==> config.mk <==
export PLATFORM = sky130hd
export DESIGN_NAME = cacheline_adaptor
export DESIGN_NICKNAME = d
export VERILOG_FILES = /design/src/hw/line_pkg.sv /design/src/hw/cacheline_adaptor.sv
export SDC_FILE = /design/constraint.sdc
export NUM_CORES = 1
export LEC_CHECK = 0
export BUFFER_PORTS_ARGS = -buffer_cell sky130_fd_sc_hd__buf_2
export CAP_MARGIN = 15
export CORE_AREA = 2 2 273 275
export DETAILED_ROUTE_END_ITERATION = 10
export DIE_AREA = 0 0 275 277
export MAX_ROUTING_LAYER = met4
export PLACE_DENSITY = 0.39
export SYNTH_ARGS = -nofsm -noshare
export SYNTH_HDL_FRONTEND = slang
export SYNTH_SLANG_ARGS = --single-unit
==> constraint.sdc <==
create_clock -name clk -period 2.95 [get_ports clk]
set_input_delay 0 -clock clk [delete_from_list [all_inputs] [get_ports clk]]
set_output_delay 0 -clock clk [all_outputs]
set_load 0.05 [all_outputs]
==> src/hw/line_pkg.sv <==
package line_pkg;

    localparam int LINE_W    = 256;
    localparam int BEAT_W    = 64;
    localparam int BEATS     = 4;
    localparam int ADDR_W    = 32;
    localparam int MEM_LINES = 64;
    localparam int WAIT_W    = 4;
    localparam int CNT_W     = 16;

    typedef logic [LINE_W-1:0] line_t;
    typedef logic [BEAT_W-1:0] beat_t;
    typedef logic [ADDR_W-1:0] addr_t;
    typedef logic [2:0]        beat_idx_t;  // must reach BEATS
    typedef logic [WAIT_W-1:0] wait_t;
    typedef logic [CNT_W-1:0]  cnt_t;
    typedef logic [1:0]        cfg_addr_t;

    // register map
    localparam cfg_addr_t REG_WAIT   = 2'd0;
    localparam cfg_addr_t REG_READS  = 2'd1;
    localparam cfg_addr_t REG_WRITES = 2'd2;

    typedef struct packed {
        cfg_addr_t addr;
        logic      wr;
        cnt_t      wdata;
    } cfg_req_t;

    typedef struct packed {
        addr_t addr;
        logic  read;
        logic  write;
        beat_t wdata;
    } burst_req_t;

    typedef enum logic [1:0] {
        IDLE,
        READ,
        WRITE,
        DONE
    } adaptor_state_t;

endpackage : line_pkg
==> src/hw/cacheline_adaptor.sv <==
`timescale 1ns/1ps

module cacheline_adaptor (
    input  logic                 clk,
    input  logic                 reset_n,

    // cache side
    input  line_pkg::addr_t      address_i,
    input  line_pkg::line_t      line_i,
    input  logic                 read_i,
    input  logic                 write_i,
    output line_pkg::line_t      line_o,
    output logic                 resp_o,

    // burst memory side
    output line_pkg::burst_req_t mem_req_o,
    input  logic                 beat_resp_i,
    input  line_pkg::beat_t      rdata_i
);
    import line_pkg::*;

    adaptor_state_t state;
    adaptor_state_t next_state;
    beat_idx_t      beat_cnt;
    beat_idx_t      beat_cnt_next;
    line_t          line_q;
    logic [1:0]     slot;

    assign slot = beat_cnt[1:0]; // beat position inside the line

    always_comb begin
        next_state    = state;
        beat_cnt_next = beat_cnt;

        unique case (state)
            IDLE: begin
                beat_cnt_next = '0;
                if (read_i) begin
                    next_state = READ;
                end else if (write_i) begin
                    next_state = WRITE;
                end
            end

            READ,
            WRITE: begin
                if (beat_cnt == beat_idx_t'(BEATS)) begin
                    next_state = DONE;
                end else if (beat_resp_i) begin
                    beat_cnt_next = beat_cnt + 1'b1;
                end
                // otherwise hold the count until the next beat arrives
            end

            DONE: begin
                next_state = IDLE;
            end

            default: begin
                next_state = IDLE;
            end
        endcase
    end

    always_ff @(posedge clk) begin
        if (!reset_n) begin
            state    <= IDLE;
            beat_cnt <= '0;
        end else begin
            state    <= next_state;
            beat_cnt <= beat_cnt_next;
        end
    end

    // read beats land in their slot of the line register
    always_ff @(posedge clk) begin
        if (state == READ && beat_resp_i) begin
            line_q[BEAT_W*slot +: BEAT_W] <= rdata_i;
        end
    end

    always_comb begin
        mem_req_o       = '0;
        mem_req_o.addr  = {address_i[ADDR_W-1:5], 5'b0}; // 32-byte line aligned
        mem_req_o.read  = (state == READ);
        mem_req_o.write = (state == WRITE);
        mem_req_o.wdata = line_i[BEAT_W*slot +: BEAT_W];
    end

    assign resp_o = (state == DONE);
    assign line_o = line_q;

endmodule : cacheline_adaptor

Word-level counts from Yosys, hierarchy flattened
Index checks and enable logic that the tools add are counted.
- logic and storage cells: 30
- register bits after elaboration: 261
- output and inout bits: 355
- reductions and logical operators: 6
- add/sub/neg operators: 2
- shift-type cells: 3
- multiplexer cells: 8
- equal/unequal tests: 8
- operator list (cell ; number):
    256-bit bitwise mux ; 1
    64-bit by 34-bit variable shift with 256-bit output (first input constant) ; 1
    256-bit by 9-bit variable part select with 64-bit output ; 1
    64-bit by 34-bit variable part select with 256-bit output ; 1
    8-bit negation with 34-bit output ; 1
    2-bit two-way mux ; 3
    3-bit two-way mux ; 2
    2-bit != test (second input constant) ; 3
    2-bit case mux with 3 select lines ; 1
    3-bit case mux with 2 select lines ; 1
    2-bit == test (second input constant) ; 2
    3-bit by 1-bit adder with 3-bit output (second input constant) ; 1
    3-bit == test (second input constant) ; 1
    3-bit != test (second input constant) ; 1
    3-bit AND reduction ; 1
    2-bit by 1-bit == test with 1-bit output (second input constant) ; 1
    2-bit zero test ; 1
    2-bit AND reduction ; 1
    2-bit nonzero test ; 1
    2-bit OR reduction ; 1
    1-bit logical AND ; 1

Logic depth before layout (Yosys ltp)
- depth in word-level cells: 4
- mapped depth: 10
- depth with buffers taken out: 5

Least setup slack after synthesis
Ideal clock, no wire load.
- path type: reg-to-reg
- from: reg, netlist name beat_cnt[0]
- to: reg line_q[0], in the netlist line_o[0] (enable)
- cell stages (with the launch flop): 8
- path slack: -0.224 ns
- arrival time: 2.745 ns
- library setup time: 0.429 ns
- buffers on the path: 4
- clock period less this slack: 3.174 ns
- path through: dfxtp_1 > buf_6 > buf_6 > buf_6 > inv_1 > ha_1 > buf_4 > and3_1
- RTL lines (item ; line ; source):
    end signal: indexed assignment ; cacheline_adaptor.sv:78 ; line_q[BEAT_W*slot +: BEAT_W] <= rdata_i;
    end: declaration ; cacheline_adaptor.sv:26 ; line_t line_q;

==> summary.md <==
| Metric | Value |
|---|---|
| Status | finished clean |
| Worst-path maximum fanout | 66 |
| WP data arrival | 2400 ps |
| Asr flop ratio synth | 0% |
| Die Wd | 275 um |
| Worst Skew | 14.0 ps |
| Register-to-Register Setup Slack | 550 ps |
| DR vias | 8709 |
| Post-Syn Area per Cell | 16.6 um^2 |
| Synthesized area | 11700 um^2 |
| Number of hold violations in the final report | 0 |
| Min Tclk post-route | 2400 ps |
| Layout cells sized above 1 | 55.1% |
| Nets | 1768 |
| Chip Height | 277 um |
| Maximum clock path buffer count | 3 |
| Finish-stage setup viols | 0 |
| Area of the die | 76200 um^2 |
| Post-synth EDFFs | 256 |
| YS warnings | 0 |
| Max cap viols | 0 |
| CTS-repair resized insts | 0 |
| Sink Count | 261 |
| Synthesis-stage register bit count | 261 |
| Final Max Tran Viols | 0 |
| Post-synthesis adder-cell area fraction | 1.07% |
| Area growth syn-to-layout | 50.8% |
| Setup TNS | 0 ps |
| Post-detail-place hpwl | 40900 um |
| Num rows | 100 |
| Drt initial violations | 423 |
| Core Region | 73600 um^2 |
| Root cell of the clock tree | clkbuf_16 |
| Drt total wl | 51800 um |
| Register area share after synthesis | 66.6% |
| GP Congestion | 0.939 |
| Mux share of post-synthesis cell area | 12.5% |
| Final worst path period share | 81.5% |
| Synth Area in Compound Gates | 0.546% |
| Crit path capture type | primary output |
| Achievable frequency | 416 MHz |
| Largest net degree at the start of global routing | 73 |
| Setup slack after layout | 546 ps |
| Dominant synthesized flop cell | edfxtp_1 |
| CTS tree | yes |
| Synthesized instance count | 704 |
| Initial cell density of the core | 15.9% |
| Unique cell type count in the Yosys netlist | 28 |
| XOR/XNOR Fraction of Synth Area | 0% |
| Class of the worst hold path | input port to primary output |
| Number of I/O pins | 712 |
| WS Path Type | register to primary output |
| Pwr per Cell Area | 637 nW/um^2 |
| Slew HR | 36.6% |
| TritonRoute pass-1 iters | 4 |
| DRC Markers | 0 |
| First-pass GRT wire length | 71000 um |
| Vias in the first global route | 9255 |
| Antenna-violating nets left | 0 |
| Top cells by area, synth | edfxtp_1 66%, and2_1 14%, mux4_2 12% |
| Finished Core Util | 24.0% |
| Leak pwr | 6.37 nW |
| Wire per inst | 21.6 um |
| Simple-gate share of the synthesized area | 15.0% |
| Clock transition at path regs | 60 ps |
| Input/output buffers | 647 |
| Commonest cells in the netlist | 256 x and2_1, 256 x edfxtp_1, 64 x mux4_2, 36 x buf_4, 17 x clkbuf_1 |
| Initial antenna violation count | 24 |
| Peak supply drop | 0.351 mV |
| Gr ovfl total | 0 |
| Main combinational cell family by area after synthesis | simple AND/OR/NAND/NOR gates |
| TritonCTS buffer count | 28 |
| Worst Max-Slew Pin Slew | 951 ps |
| Top-area cell type share of the netlist area | 65.8% |
| Placement Setup Slack | 720 ps |
| CP Launch Type | register |
| Htree depth | 1 |
| Vias per cell | 3.63 |
| RSZ-0062 raised after global routing | no |
| Post-synth top area cell | edfxtp_1 |
| WP data required | 2950 ps |
| Total GRT Usage | 13.4% |
| Clock latency on the worst-skew pair | 550 ps |
## sequential cells by signal, indices dropped and copies added, names as in the netlist
signal	count
state	2
beat_cnt	3
line_o	256
## per-stage QoR
step                cells  power, mW  cell area [um^2]  hold WS (ps)
CTS                  2391       11.4             17600         0.341
floorplan             708       6.76             11700           167
global route         2402       11.7             17600         0.204
global placement     2271       7.72             16000         0.341
detailed placement   2271       7.75             16000         0.341
finish               2402       11.2             17600        0.0793
## cell usage in the layout, fill, tap and decap left out, types with 9 or more instances in the layout
cell type / instances
and2_1: 256
buf_2: 647
buf_12: 9
buf_4: 11
diode_2: 11
ha_1: 10
clkbuf_16: 29
dlygate4sd3_1: 69
edfxtp_1: 256
mux4_2: 64
## routing by layer
layer | track usage, % | wire, um | up-vias
met5 | - | 0 | -
met4 | 4.05 | 1560 | 0
met3 | 3.26 | 3970 | 70
met2 | 25.5 | 28500 | 472
met1 | 13.4 | 17800 | 4212
li1 | - | - | 3955
## area by class of cell
class	count	area (um^2)
clock inverter	19	183
timing repair buffer	736	4190
fill	7875	55900
tap	969	1210
multi-input combinational	368	3450
clock buffer	32	737
sequential	261	7790
antenna	11	27.5
inverter	6	22.5
## worst max-delay path: stages (launching register included)
cell and delay [ps]:
dfxtp_4 360, buf_4 630, mux4_2 480, buf_2 250
## cells by family (layout without fill, tap and decap cells)
family / count (synthesis) / count (layout)
and+or+nand+nor: 278 / 278
DFF: 261 / 261
AOI/OAI and AO/OA: 9 / 9
other: 1 / 16
muxes: 66 / 66
adders and majority gates: 10 / 10
buffers and inverters: 79 / 793
## timing repair
action | CTS | global route
hold endpoints to repair | 261 | 0
setup buffers | 0 | 0
hold buffers | 69 | 0
## power breakdown
| part | internal [mW] | switching [mW] | total, mW |
|---|---|---|---|
| Clock | 2.06 | 1.50 | 3.56 |
| Sequential | 4.36 | 0.0611 | 4.43 |
| Combinational | 1.02 | 2.21 | 3.23 |
## final timing paths
check             cells past startpoint       endpoint         start
setup / recovery                      3  mem_req_o[12]   beat_cnt[1]
hold / removal                        0  mem_req_o[72]  address_i[6]
setup reg to reg                      5       state[0]   beat_cnt[0]
hold reg to reg                       2    beat_cnt[2]   beat_cnt[2]
(Power assumes the default switching activity.)
