File: src/hw/line_pkg.sv
package line_pkg;

    localparam int LINE_W    = 256;
    localparam int BEAT_W    = 64;
    localparam int BEATS     = 4;
    localparam int ADDR_W    = 32;
    localparam int MEM_LINES = 64;
    localparam int WAIT_W    = 4;
    localparam int CNT_W     = 16;

    typedef logic [LINE_W-1:0] line_t;
    typedef logic [BEAT_W-1:0] beat_t;
    typedef logic [ADDR_W-1:0] addr_t;
    typedef logic [2:0]        beat_idx_t;  // must reach BEATS
    typedef logic [WAIT_W-1:0] wait_t;
    typedef logic [CNT_W-1:0]  cnt_t;
    typedef logic [1:0]        cfg_addr_t;

    // register map
    localparam cfg_addr_t REG_WAIT   = 2'd0;
    localparam cfg_addr_t REG_READS  = 2'd1;
    localparam cfg_addr_t REG_WRITES = 2'd2;

    typedef struct packed {
        cfg_addr_t addr;
        logic      wr;
        cnt_t      wdata;
    } cfg_req_t;

    typedef struct packed {
        addr_t addr;
        logic  read;
        logic  write;
        beat_t wdata;
    } burst_req_t;

    typedef enum logic [1:0] {
        IDLE,
        READ,
        WRITE,
        DONE
    } adaptor_state_t;

endpackage : line_pkg
File: src/hw/mem_cfg_regs.sv
`timescale 1ns/1ps

module mem_cfg_regs (
    input  logic               clk,
    input  logic               reset_n,
    input  logic               cfg_req_i,
    input  line_pkg::cfg_req_t cfg_i,
    output logic               cfg_ack_o,
    output line_pkg::cnt_t     cfg_rdata_o,
    input  logic               line_read_done_i,
    input  logic               line_write_done_i,
    output line_pkg::wait_t    wait_states_o
);
    import line_pkg::*;

    typedef enum logic [1:0] {
        CFG_IDLE,
        CFG_ACCESS,
        CFG_ACK,
        CFG_RELEASE
    } cfg_state_t;

    cfg_state_t state;
    wait_t      wait_q;
    cnt_t       reads_q;
    cnt_t       writes_q;
    cnt_t       rdata_q;
    logic       clr_reads;
    logic       clr_writes;

    // counter clears only happen in the access cycle
    assign clr_reads  = (state == CFG_ACCESS) && cfg_i.wr && (cfg_i.addr == REG_READS);
    assign clr_writes = (state == CFG_ACCESS) && cfg_i.wr && (cfg_i.addr == REG_WRITES);

    always_ff @(posedge clk) begin
        if (!reset_n) begin
            state     <= CFG_IDLE;
            cfg_ack_o <= 1'b0;
            wait_q    <= '0;
        end else begin
            unique case (state)
                CFG_IDLE: begin
                    if (cfg_req_i) begin
                        state <= CFG_ACCESS;
                    end
                end
                CFG_ACCESS: begin
                    if (cfg_i.wr && cfg_i.addr == REG_WAIT) begin
                        wait_q <= cfg_i.wdata[WAIT_W-1:0];
                    end
                    cfg_ack_o <= 1'b1;
                    state     <= CFG_ACK;
                end
                CFG_ACK: begin
                    if (!cfg_req_i) begin
                        state <= CFG_RELEASE;
                    end
                end
                CFG_RELEASE: begin
                    cfg_ack_o <= 1'b0;
                    state     <= CFG_IDLE;
                end
                default: begin
                    state <= CFG_IDLE;
                end
            endcase
        end
    end

    // statistics, saturating
    always_ff @(posedge clk) begin
        if (!reset_n || clr_reads) begin
            reads_q <= '0;
        end else if (line_read_done_i && reads_q != '1) begin
            reads_q <= reads_q + 1'b1;
        end
    end

    always_ff @(posedge clk) begin
        if (!reset_n || clr_writes) begin
            writes_q <= '0;
        end else if (line_write_done_i && writes_q != '1) begin
            writes_q <= writes_q + 1'b1;
        end
    end

    always_ff @(posedge clk) begin
        if (state == CFG_ACCESS) begin
            unique case (cfg_i.addr)
                REG_WAIT:   rdata_q <= cnt_t'(wait_q);
                REG_READS:  rdata_q <= reads_q;
                REG_WRITES: rdata_q <= writes_q;
                default:    rdata_q <= '0;  // unmapped
            endcase
        end
    end

    assign cfg_rdata_o   = rdata_q;
    assign wait_states_o = wait_q;

endmodule : mem_cfg_regs

File: config.mk
export PLATFORM = sky130hd
export DESIGN_NAME = mem_cfg_regs
export DESIGN_NICKNAME = d
export VERILOG_FILES = /design/src/hw/line_pkg.sv /design/src/hw/mem_cfg_regs.sv
export SDC_FILE = /design/constraint.sdc
export NUM_CORES = 1
export LEC_CHECK = 0
export BUFFER_PORTS_ARGS = -buffer_cell sky130_fd_sc_hd__buf_2
export CORE_AREA = 2 2 98 100
export DETAILED_ROUTE_END_ITERATION = 12
export DIE_AREA = 0 0 100 102
export PLACE_DENSITY_LB_ADDON = 0.2
export SLEW_MARGIN = 20
export SYNTH_ARGS = -nofsm -noshare
export SYNTH_HDL_FRONTEND = slang
export SYNTH_SLANG_ARGS = --single-unit
export TNS_END_PERCENT = 5
File: constraint.sdc
create_clock -name clk -period 5.2 [get_ports clk]
set_input_delay 0.26 -clock clk [delete_from_list [all_inputs] [get_ports clk]]
set_output_delay 0.26 -clock clk [all_outputs]
set_load 0.01 [all_outputs]
Yosys cells after proc, flatten, opt, wreduce, memory -nomap -nowiden
Index checks and enable logic that the tools add are counted.
- add/sub/neg operators: 2
- multipliers: 0
- divide/modulo/power cells: 0
- magnitude comparators: 0
- equal/unequal tests: 9
- shift operators: 0
- muxes and demuxes: 5
- bitwise logic cells: 0
- reductions and logical operators: 14
- operators with widths (kind ; number):
    $pmux 16 s3 ; 1
    $add 16x1->16 const B ; 2
    $ne 16x16->1 const B ; 2
    $pmux 2 s4 ; 1
    $eq 2x2->1 const B ; 3
    $logic_and 1x1->1 ; 6
    $eq 2x1->1 const B ; 2
    $logic_not 2->1 ; 2
    $mux 2 ; 2
    $ne 2x2->1 const B ; 2
    $reduce_and 2->1 ; 2
    $logic_or 1x1->1 ; 2
    $pmux 1 s2 ; 1
    $reduce_bool 2->1 ; 1
    $logic_not 1->1 ; 1
- bits in registers: 55
- latch bits: 0
- bits in writable memories: 0
- memory bits (read-only): 0
- bits of input ports: 24
- output and inout port bits: 21
- logic and storage cells: 36
- memories: 0

Logic depth before layout (Yosys ltp)
Gate-level depths: netlist of run 1.
- word-level depth: 4
- mapped depth: 7
- depth with buffers taken out: 6

Worst setup path before layout of run 1
Ideal clock, no wire load.
- path kind: flip-flop to flip-flop
- from: reg state[1]
- to: reg reads_q[4]
- library setup time: 0.060 ns
- arrival time: 1.990 ns
- data required time: 5.140 ns
- slack: 3.151 ns
- stages on the path, launching flop included: 8
- path buffers: 1
- clock period less this slack: 2.049 ns
- cell sequence: dfxtp_1 -> inv_1 -> ha_1 -> and4b_1 -> nand2b_1 -> clkbuf_1 -> or4_1 -> nand2_1
- word-level cells in the longest chain between the ends: 4
- RTL lines (what ; RTL line ; source):
    from (decl) ; mem_cfg_regs.sv:23 ; cfg_state_t state;
    from (signal assigned) ; mem_cfg_regs.sv:37 ; state <= CFG_IDLE;
    from (signal assigned) ; mem_cfg_regs.sv:44 ; state <= CFG_ACCESS;
    from (signal assigned) ; mem_cfg_regs.sv:52 ; state <= CFG_ACK;
    $eq 2x1->1 ; mem_cfg_regs.sv:32 ; assign clr_reads = (state == CFG_ACCESS) && cfg_i.wr && (cfg_i.addr == REG_READS);
    $logic_and 1x1->1 (2 in series) ; mem_cfg_regs.sv:32 ;
    $logic_or 1x1->1 ; mem_cfg_regs.sv:72 ; if (!reset_n || clr_reads) begin
    to (signal assigned) ; mem_cfg_regs.sv:75 ; reads_q <= reads_q + 1'b1;
    to (decl) ; mem_cfg_regs.sv:25 ; cnt_t reads_q;
No other way between the ends.
A chain may end at the register's enable or synchronous reset.

Final worst setup path of run 1
Same ends and word-level chain as after synthesis.

==> results.cfg, run 1 <==
[synthesis]
synth_edf_count = 16
synth_ff_type = dfxtp_1
synthCells = 282
async_reset_ff_share_pct = 0
synth_area_per_cell_um2 = 9.561
ys_types = 44
syn_nets = 312
ys_seq_area_share_pct = 46.77
yosysWarnings = 0
syn-cell-area_um2 = 2696
synth_seq_cells = 55

[worst_setup_path]
cp.arrival_ns = 2.67
path_class = reg2reg
critPathRequiredTime_ns = 5.45
critPathLaunchType = flip-flop
endpoint_kind = flip-flop
critPathMaxFanout = 20

[cts]
cts_setup_buffers = 0
worstSkewPairLatency_ns = 0.30
cts_buffer_depth = 2
cts_inserted_buffers = 5
cts_sinks = 55
cts-htree-levels = 2
clk_pin_slew_ns = 0.09
cts_tree = built
clockRootBuffer = clkbuf_8
post_cts_resized = 0
ctsHoldBuffers = 0

[floorplan]
start_util_pct = 29.60
die_h_um = 102
row_count = 35
die_w_um = 100
io_pins = 45
die_area_um2 = 10200
core_um2 = 9109

[place]
dpl_cell_area_um2 = 2959
post-dp-hpwl_mm = 4.805
place_ws_ns = 2.769
gp_congestion = 0.8075
dp_cells = 416
port_buffers = 32

[finish]
final_area_um2 = 3043
drive_above_1_share_pct = 14.38
antennaDiodeCount = 0
fin_nets = 342
area_delta_synth_final_pct = 12.85
fin_cells = 424

[global_routing]
grt_pass1_wl_mm = 11.05
gr-total-overflow = 0
grt_max_degree = 21
grt_pass1_vias = 2209
antenna_found_initial = 0
grt.total_usage_pct = 13.57

[routing]
vias_per_cell = 5.502
dr.pass1.iters = 4
drc = 0
ant_nets = 0
drt-wirelength-per-cell_um = 15.43
num_vias = 2333
drt-total-wl_mm = 6.541
drt-initial-drc-count = 124

[sta]
period_share_pct = 46.60
max_slew_margin_pct = 39.44
slew_violations = 0
fin_crit_ns = 2.423
rsz0062_at_grt = false
hold_viol = 0
setup_viol = 0
setup_tns_ns = 0
setup_ws_ns = 2.777
fmax_mhz = 412.7
clock_skew_ns = 0.007512
tightest_slew_ns = 0.9066

[pwr]
leakage_nw = 1.047
peakVddDrop_mv = 0.1620
power.density_nw_per_um2 = 311.1
power_uw = 946.6

[min_path]
hold_class = in2reg

[status]
status = complete, no violations

[flow_run]
drv_cap = 0
Yosys cell counts, drive strengths merged (2+ instances only):
cell	number	share of area [%]
nand3	14	2.8
and4	4	1.3
edfxtp	16	18
ha	6	2.8
and2	2	0.46
nor2b	2	0.46
clkbuf	9	1.3
or4	6	1.7
nor2	17	2.4
nor4	5	1.4
inv	6	0.84
o21ai	15	2.8
nand3b	2	0.56
a22o	12	3.9
nor3b	2	0.56
and3	2	0.46
and4b	2	0.74
nand2	24	3.3
a21oi	18	3.3
mux2i	15	5.6
dfxtp	39	29
a2111oi	3	0.97
nand4	11	2.8
nand2b	3	0.70
o21a	2	0.56
o31ai	5	1.4
o41ai	3	1.3
or3	16	3.7
nor3	11	2.0
cells by family after synthesis:
family	count (synthesis)	synth area share, %
xor+xnor	1	0.3249
mux	15	5.568
compound gates	66	16.80
fa+ha+maj	6	2.784
simple gates	124	25.57
flops	55	46.77
buf+inv	15	2.181
critical path, cell delays in order, from the launching register on:
cell and delay (ns):
dfxtp_1 0.37, inv_1 0.08, ha_1 0.49, and4b_1 0.41, nand2b_1 0.36, or4_1 0.58
nand2_1 0.08
flip-flops by register name, summed over array words and instances, names as in the netlist:
name and flops:
cfg_ack_o 1, cfg_rdata_o 16, reads_q 16, state 2, wait_states_o 4, writes_q 16
metal layers:
| metal | GRT usage, % | part of all wire (%) |
|---|---|---|
| met5 | 0 | 0 |
| met4 | 3.688 | 1.3 |
| met3 | 2.531 | 4.0 |
| met2 | 22.77 | 45 |
| met1 | 18.07 | 50 |
cells in the final DEF, fill, tap and decap left out, drive strengths merged, types with 3 or more instances in the layout:
cell / count
nor2: 17
dfxtp: 39
o41ai: 3
nand2b: 3
nand2: 24
nor3: 11
nand3: 14
clkbuf: 7
buf: 32
o21ai: 15
or3: 16
a22o: 12
inv: 6
mux2i: 15
a2111oi: 3
edfxtp: 16
a21oi: 18
o31ai: 5
nor4: 5
ha: 6
or4: 6
and4: 4
nand4: 11
area by class of cell:
type | instances | area [um2]
inverters | 6 | 22.52
fillers | 990 | 6066
flip-flops and latches | 55 | 1261
well taps | 111 | 138.9
repair buffers | 32 | 160.2
clock inverters | 1 | 5.005
clock buffers | 7 | 76.32
multi-input cells | 212 | 1379
final timing paths:
kind,startpoint,endpoint,slack (ns),cells after the start
max reg2reg,state[1],reads_q[4],2.78,6
min,cfg_i[0],wait_states_o[0],0.19,3
max,state[1],reads_q[4],2.78,6
min reg2reg,reads_q[15],reads_q[15],0.50,2
stage by stage:
| stage | hold slack, ns | util [%] |
|---|---|---|
| after CTS | 0.1868 | 33.38 |
| after global placement | 0.4785 | 32.49 |
| after floorplan | 0.4072 | - |
| after detailed placement | 0.4834 | 32.49 |
| after global routing | 0.2143 | 33.41 |
| final | 0.1899 | 33.41 |
power breakdown:
part / internal, mW / switching, mW / total (mW)
Clock: 0.0951 / 0.136 / 0.231
Sequential: 0.507 / 0.0247 / 0.532
Combinational: 0.0649 / 0.119 / 0.184
Note: power is estimated with default switching activity, not from simulation.
==> run 2: changes to the inputs <==
==> constraint.sdc (replaced) <==
create_clock -name clk -period 2 [get_ports clk]
set_input_delay 0.1 -clock clk [delete_from_list [all_inputs] [get_ports clk]]
set_output_delay 0.1 -clock clk [all_outputs]
set_load 0.01 [all_outputs]
==> results.cfg, run 2 (synthesized netlist as in run 1, its figures left out) <==
[worst_setup_path]
path_class = reg2reg
path_delay_family = simple AND/OR/NAND/NOR gates
critical_path_buf_inv_count = 0
path_cells = ha_1, nand2_1, or3_1, or4_1, a21oi_1
crit_path_max_incr_delay_ns = 0.50
critPathRequiredTime_ns = 2.25
critPathMaxFanout = 7
slowest_stage = or3_1
cp.arrival_ns = 2.09
critPathLaunchType = flip-flop
endpoint_kind = flip-flop

[min_path]
hold_class = in2reg

[status]
status = complete, no violations

[cts]
cts_inserted_buffers = 5
cts_tree = built
worstSkewPairLatency_ns = 0.31
clk_pin_slew_ns = 0.11
cts_sinks = 55
cts-htree-levels = 2
cts_buffer_depth = 2
clockRootBuffer = clkbuf_8

[routing]
dr.pass1.iters = 4
num_vias = 2344
drc = 0
vias_per_cell = 5.339
drt-wirelength-per-cell_um = 15.16
drt-initial-drc-count = 110
drt-total-wl_mm = 6.654
ant_nets = 0

[floorplan]
die_w_um = 100
io_pins = 45
die_h_um = 102
start_util_pct = 29.60
die_area_um2 = 10200
row_count = 35
core_um2 = 9109

[finish]
area_delta_synth_final_pct = 18.89
final_cell_mix = 39 x dfxtp_1, 32 x buf_2, 24 x nand2_1, 18 x a21oi_1
fin_nets = 357
final_common_cell = dfxtp_1
antennaDiodeCount = 0
drive_above_1_share_pct = 19.51
finish.utilization_pct = 35.19

[pwr]
seq_power_share_pct = 51.8
clockPowerShare_pct = 29.3
power.density_nw_per_um2 = 830.9
power_mw = 2.664
peakVddDrop_mv = 0.4112
p_sw_uw = 750.7
p_sw_share_pct = 28.18
leakage_nw = 1.149
p_comb_share_pct = 18.9
power.internal_mw = 1.913

[sta]
setup_viol = 0
timing.hold.ws_ns = 0.02656
rsz0062_at_grt = false
period_share_pct = 91.99
max_slew_margin_pct = 42.55
hold_viol = 0
fin_crit_ns = 1.840
setup_tns_ns = 0
slew_violations = 0
setup_ws_ns = 0.1602
clock_skew_ns = 0.01090
tightest_slew_ns = 0.8600
fmax_mhz = 543.5

[global_routing]
grt_max_degree = 17
grt.total_usage_pct = 14.01
antenna_found_initial = 0
grt_pass1_wl_mm = 11.45
grt_pass1_vias = 2316
gr-total-overflow = 0

[place]
gp_congestion = 0.8320
port_buffers = 32
place_ws_ns = 0.1414
post-dp-hpwl_mm = 4.915

[flow_run]
drv_cap = 0
==> run 2: changes by cell type in the layout (fill, tap and decap cells not counted) <==
cell       delta
nand4_4       +1
clkbuf_1      -2
ha_2          +1
ha_1          -1
nor2_2        +1
bufinv_16     +1
clkbuf_8      +1
nand4_2       -1
nor2_1        -1
buf_4        +15
==> run 2: power groups by stage <==
stage	Combinational (mW)	Sequential (mW)	Clock, mW
after floorplan	0.254	1.45	0
after detailed placement	0.510	1.41	0
after global routing	0.571	1.40	0.835
after global placement	0.499	1.40	0
after CTS	0.509	1.38	0.802
final	0.502	1.38	0.781
==> run 2: final cells by class <==
cell class	count	area, um2
Fill cell	963	5903
Multi-Input combinational cell	212	1393
Sequential cell	55	1261
Timing Repair Buffer	47	272.8
Tap cell	111	138.9
Clock buffer	6	82.58
Clock inverter	2	35.03
Inverter	6	22.52
==> run 2: worst register-to-register path, delay by kind of cell (launching register included) <==
kind,cells,cell delay [ns]
fa+ha+maj,1,0.18
compound gates,1,0.15
simple gates,3,1.07
flops,1,0.39
==> run 2: path summary, 6_finish.rpt <==
check              start               end  slack, ns  cells after the start
max           reads_q[0]       reads_q[14]       0.16                      5
min             cfg_i[1]  wait_states_o[1]       0.03                      3
max reg2reg   reads_q[0]       reads_q[14]       0.16                      5
min reg2reg  reads_q[15]       reads_q[15]       0.51                      2
==> run 2: through the flow <==
stage | instance area [um2] | std cells
finish | 3206 | 439
global route | 3206 | 439
CTS | 3192 | 439
detailed placement | 3074 | 431
global placement | 3074 | 431
floorplan | 2699 | 282
==> run 2: per-layer routing <==
layer	track usage, %	wire length (um)	vias to the layer above
li1	-	-	1179
met2	23.08	3023	64
met5	0	0	-
met3	2.462	356	2
met1	19.43	3245	1099
met4	3.056	29	0
==> run 2: what timing repair did <==
action	4_1_cts	5_1_grt
buffers inserted	0	0
gates resized for setup	0	2
hold buffers	0	0
endpoints found under the setup margin	0	5
==> run 3: changes to the inputs <==
--- a/config.mk
+++ b/config.mk
@@ -5,10 +5,11 @@
 export SDC_FILE = /design/constraint.sdc
 export NUM_CORES = 1
 export LEC_CHECK = 0
+export ABC_AREA = 1
 export BUFFER_PORTS_ARGS = -buffer_cell sky130_fd_sc_hd__buf_2
-export CORE_AREA = 2 2 98 100
+export CORE_AREA = 2 2 101 103
 export DETAILED_ROUTE_END_ITERATION = 12
-export DIE_AREA = 0 0 100 102
+export DIE_AREA = 0 0 103 105
 export PLACE_DENSITY_LB_ADDON = 0.2
 export SLEW_MARGIN = 20
 export SYNTH_ARGS = -nofsm -noshare
==> results.cfg, run 3 <==
[finish]
final_area_um2 = 3254
drive_above_1_share_pct = 14.32
fin_nets = 455
fillCellCount = 1077
antennaDiodeCount = 0
multi_input_area_um2 = 1401
final_common_cell = nor2_1
seqCellArea_um2 = 1261
final_cell_mix = 90 x nor2_1, 88 x nand2_1, 39 x dfxtp_1, 33 x inv_1, 32 x buf_2
area_delta_synth_final_pct = 13.78

[pwr]
clockPowerShare_pct = 28.8
p_sw_share_pct = 28.42
p_comb_share_pct = 18.1
seq_power_share_pct = 53.1
p_sw_uw = 733.8
peakVddDrop_mv = 0.4336
power.density_nw_per_um2 = 793.5
leakage_nw = 1.304
power.internal_mw = 1.848

[worst_setup_path]
path_cells = ha_1, nand2_1, nor2_1, nand2_1, inv_2, nand2_1, nand2_1, inv_1, nor2_1, nor2_1
path_delay_family = simple AND/OR/NAND/NOR gates
critPathLaunchType = flip-flop
critical_path.most_common_cell = nand2_1
crit_path_max_incr_delay_ns = 0.42
critPathMaxFanout = 11
critPathRequiredTime_ns = 2.22
rrSetupSlack_ns = 0.32
path_class = reg2reg
endpoint_kind = flip-flop
critical_path_buf_inv_count = 2
slowest_stage = dfxtp_1
cp.arrival_ns = 1.90

[synthesis]
synthTopCellsByCount = 90 x nor2_1, 88 x nand2_1, 39 x dfxtp_1
synth_area_leader_cell = dfxtp_1
synth_ff_type = dfxtp_1
yosys-top-cells-area = dfxtp_1 27%, edfxtp_1 17%, nor2_1 12%
syn-cell-area_um2 = 2860
synth_edf_count = 16
ys_seq_area_share_pct = 44.09
synth_seq_cells = 55
synth_top_area_share_pct = 27.30
ys_types = 27
synth_most_common_cell = nor2_1
yosysWarnings = 0
synth_area_per_cell_um2 = 7.315
async_reset_ff_share_pct = 0
synthCells = 391
syn_nets = 421

[cts]
cts-htree-levels = 2
ctsHoldBuffers = 0
cts_sinks = 55
clk_pin_slew_ns = 0.10
post_cts_resized = 0
cts_buffer_depth = 2
clockRootBuffer = clkbuf_8
cts_tree = built
cts_inserted_buffers = 5
worstSkewPairLatency_ns = 0.31
cts_setup_buffers = 0

[global_routing]
grt_pass1_wl_mm = 11.30
grt_max_degree = 18
antenna_found_initial = 0
grtUsageMet2_pct = 20.55
grt_pass1_vias = 2376
grt-busiest-layer = met2
gr-total-overflow = 0
grt_use_met1_pct = 18.02
grt.total_usage_pct = 13.11
use_met3_pct = 2.876

[min_path]
hold_class = in2reg

[sta]
period_share_pct = 83.98
max_slew_margin_pct = 39.37
hold_viol = 0
slew_violations = 0
setup_tns_ns = 0
tightest_slew_ns = 0.9061
fin_crit_ns = 1.680
clock_skew_ns = 0.008077
rsz0062_at_grt = false
fmax_mhz = 595.4
setup_viol = 0

[routing]
vias_per_cell = 4.546
num_vias = 2541
drt-total-wl_mm = 6.700
dr.pass1.iters = 4
drc = 0
ant_nets = 0
drt-initial-drc-count = 74
drt-wirelength-per-cell_um = 11.99

[floorplan]
die_w_um = 103
row_count = 36
io_pins = 45
start_util_pct = 29.67
die_area_um2 = 10820
core_um2 = 9639
die_h_um = 105

[place]
post-dp-hpwl_mm = 5.013
dpl_cell_area_um2 = 3147
gp_congestion = 0.7859
port_buffers = 32

[status]
status = complete, no violations

[flow_run]
drv_cap = 0
-- run 3: cell types whose count changed in the layout (fill, tap and decap cells not counted), moves of 7 or more --
cell	change
nor2_1	+74
or3_1	-16
inv_1	+27
a21oi_1	+7
buf_4	-12
nand3_1	+15
mux2i_1	-15
nand2_1	+64
-- run 3: worst paths after layout --
check | startpoint | end | cells after the start
setup / recovery | reads_q[0] | reads_q[1] | 10
hold / removal | cfg_i[1] | wait_states_o[1] | 3
setup reg to reg | reads_q[0] | reads_q[1] | 10
hold reg to reg | cfg_ack_o | cfg_ack_o | 2
-- run 3: stage by stage --
stage	setup slack (ns)	total power, mW	hold slack, ns	util [%]	cells
after floorplan	0.3977	1.673	0.2357	-	391
after global placement	0.3374	1.859	0.3503	32.65	551
after detailed placement	0.3066	1.873	0.3543	32.65	551
after CTS	0.2859	2.621	0.02077	33.76	559
after global routing	0.006251	2.731	0.04828	33.76	559
final	0.3204	2.582	0.02731	33.76	559
-- run 3: final cells by class --
| cell class | count | share of cell area, % |
|---|---|---|
| Multi-Input combinational cell | 292 | 43.06 |
| Sequential cell | 55 | 38.75 |
| Timing Repair Buffer | 35 | 5.613 |
| Tap cell | 133 | 5.113 |
| Inverter | 36 | 4.152 |
| Clock buffer | 5 | 2.115 |
| Clock inverter | 3 | 1.192 |
-- run 3: kinds of logic (layout without fill, tap and decap cells) --
| group | Yosys count | count (layout) | share of synthesized area [%] |
|---|---|---|---|
| AO/OA/AOI/OAI | 51 | 51 | 10.85 |
| adder cells (fa/ha/maj) | 6 | 6 | 2.625 |
| flip-flops | 55 | 55 | 44.09 |
| AND/OR/NAND/NOR | 234 | 234 | 35.21 |
| XOR/XNOR | 1 | 1 | 0.3063 |
| buffers and inverters | 44 | 79 | 6.912 |
-- run 3: layer usage --
| metal | part of all wire [%] | wire [um] |
|---|---|---|
| met3 | 4.3 | 290 |
| met1 | 50 | 3340 |
| met5 | 0 | 0 |
| met4 | 1.1 | 74 |
| met2 | 45 | 2994 |
-- run 3: tightest hold or removal path: stages --
cell and delay, ns:
buf_2 0.07, o21ai_0 0.07, nor2_1 0.07
-- run 3: power by group through the flow --
| stage | clock network (mW) | logic, mW | registers, mW |
|---|---|---|---|
| finish | 0.744 | 0.467 | 1.37 |
| floorplan | 0 | 0.222 | 1.45 |
| detailed placement | 0 | 0.475 | 1.40 |
| CTS | 0.770 | 0.477 | 1.37 |
| global route | 0.808 | 0.535 | 1.39 |
| global placement | 0 | 0.461 | 1.40 |
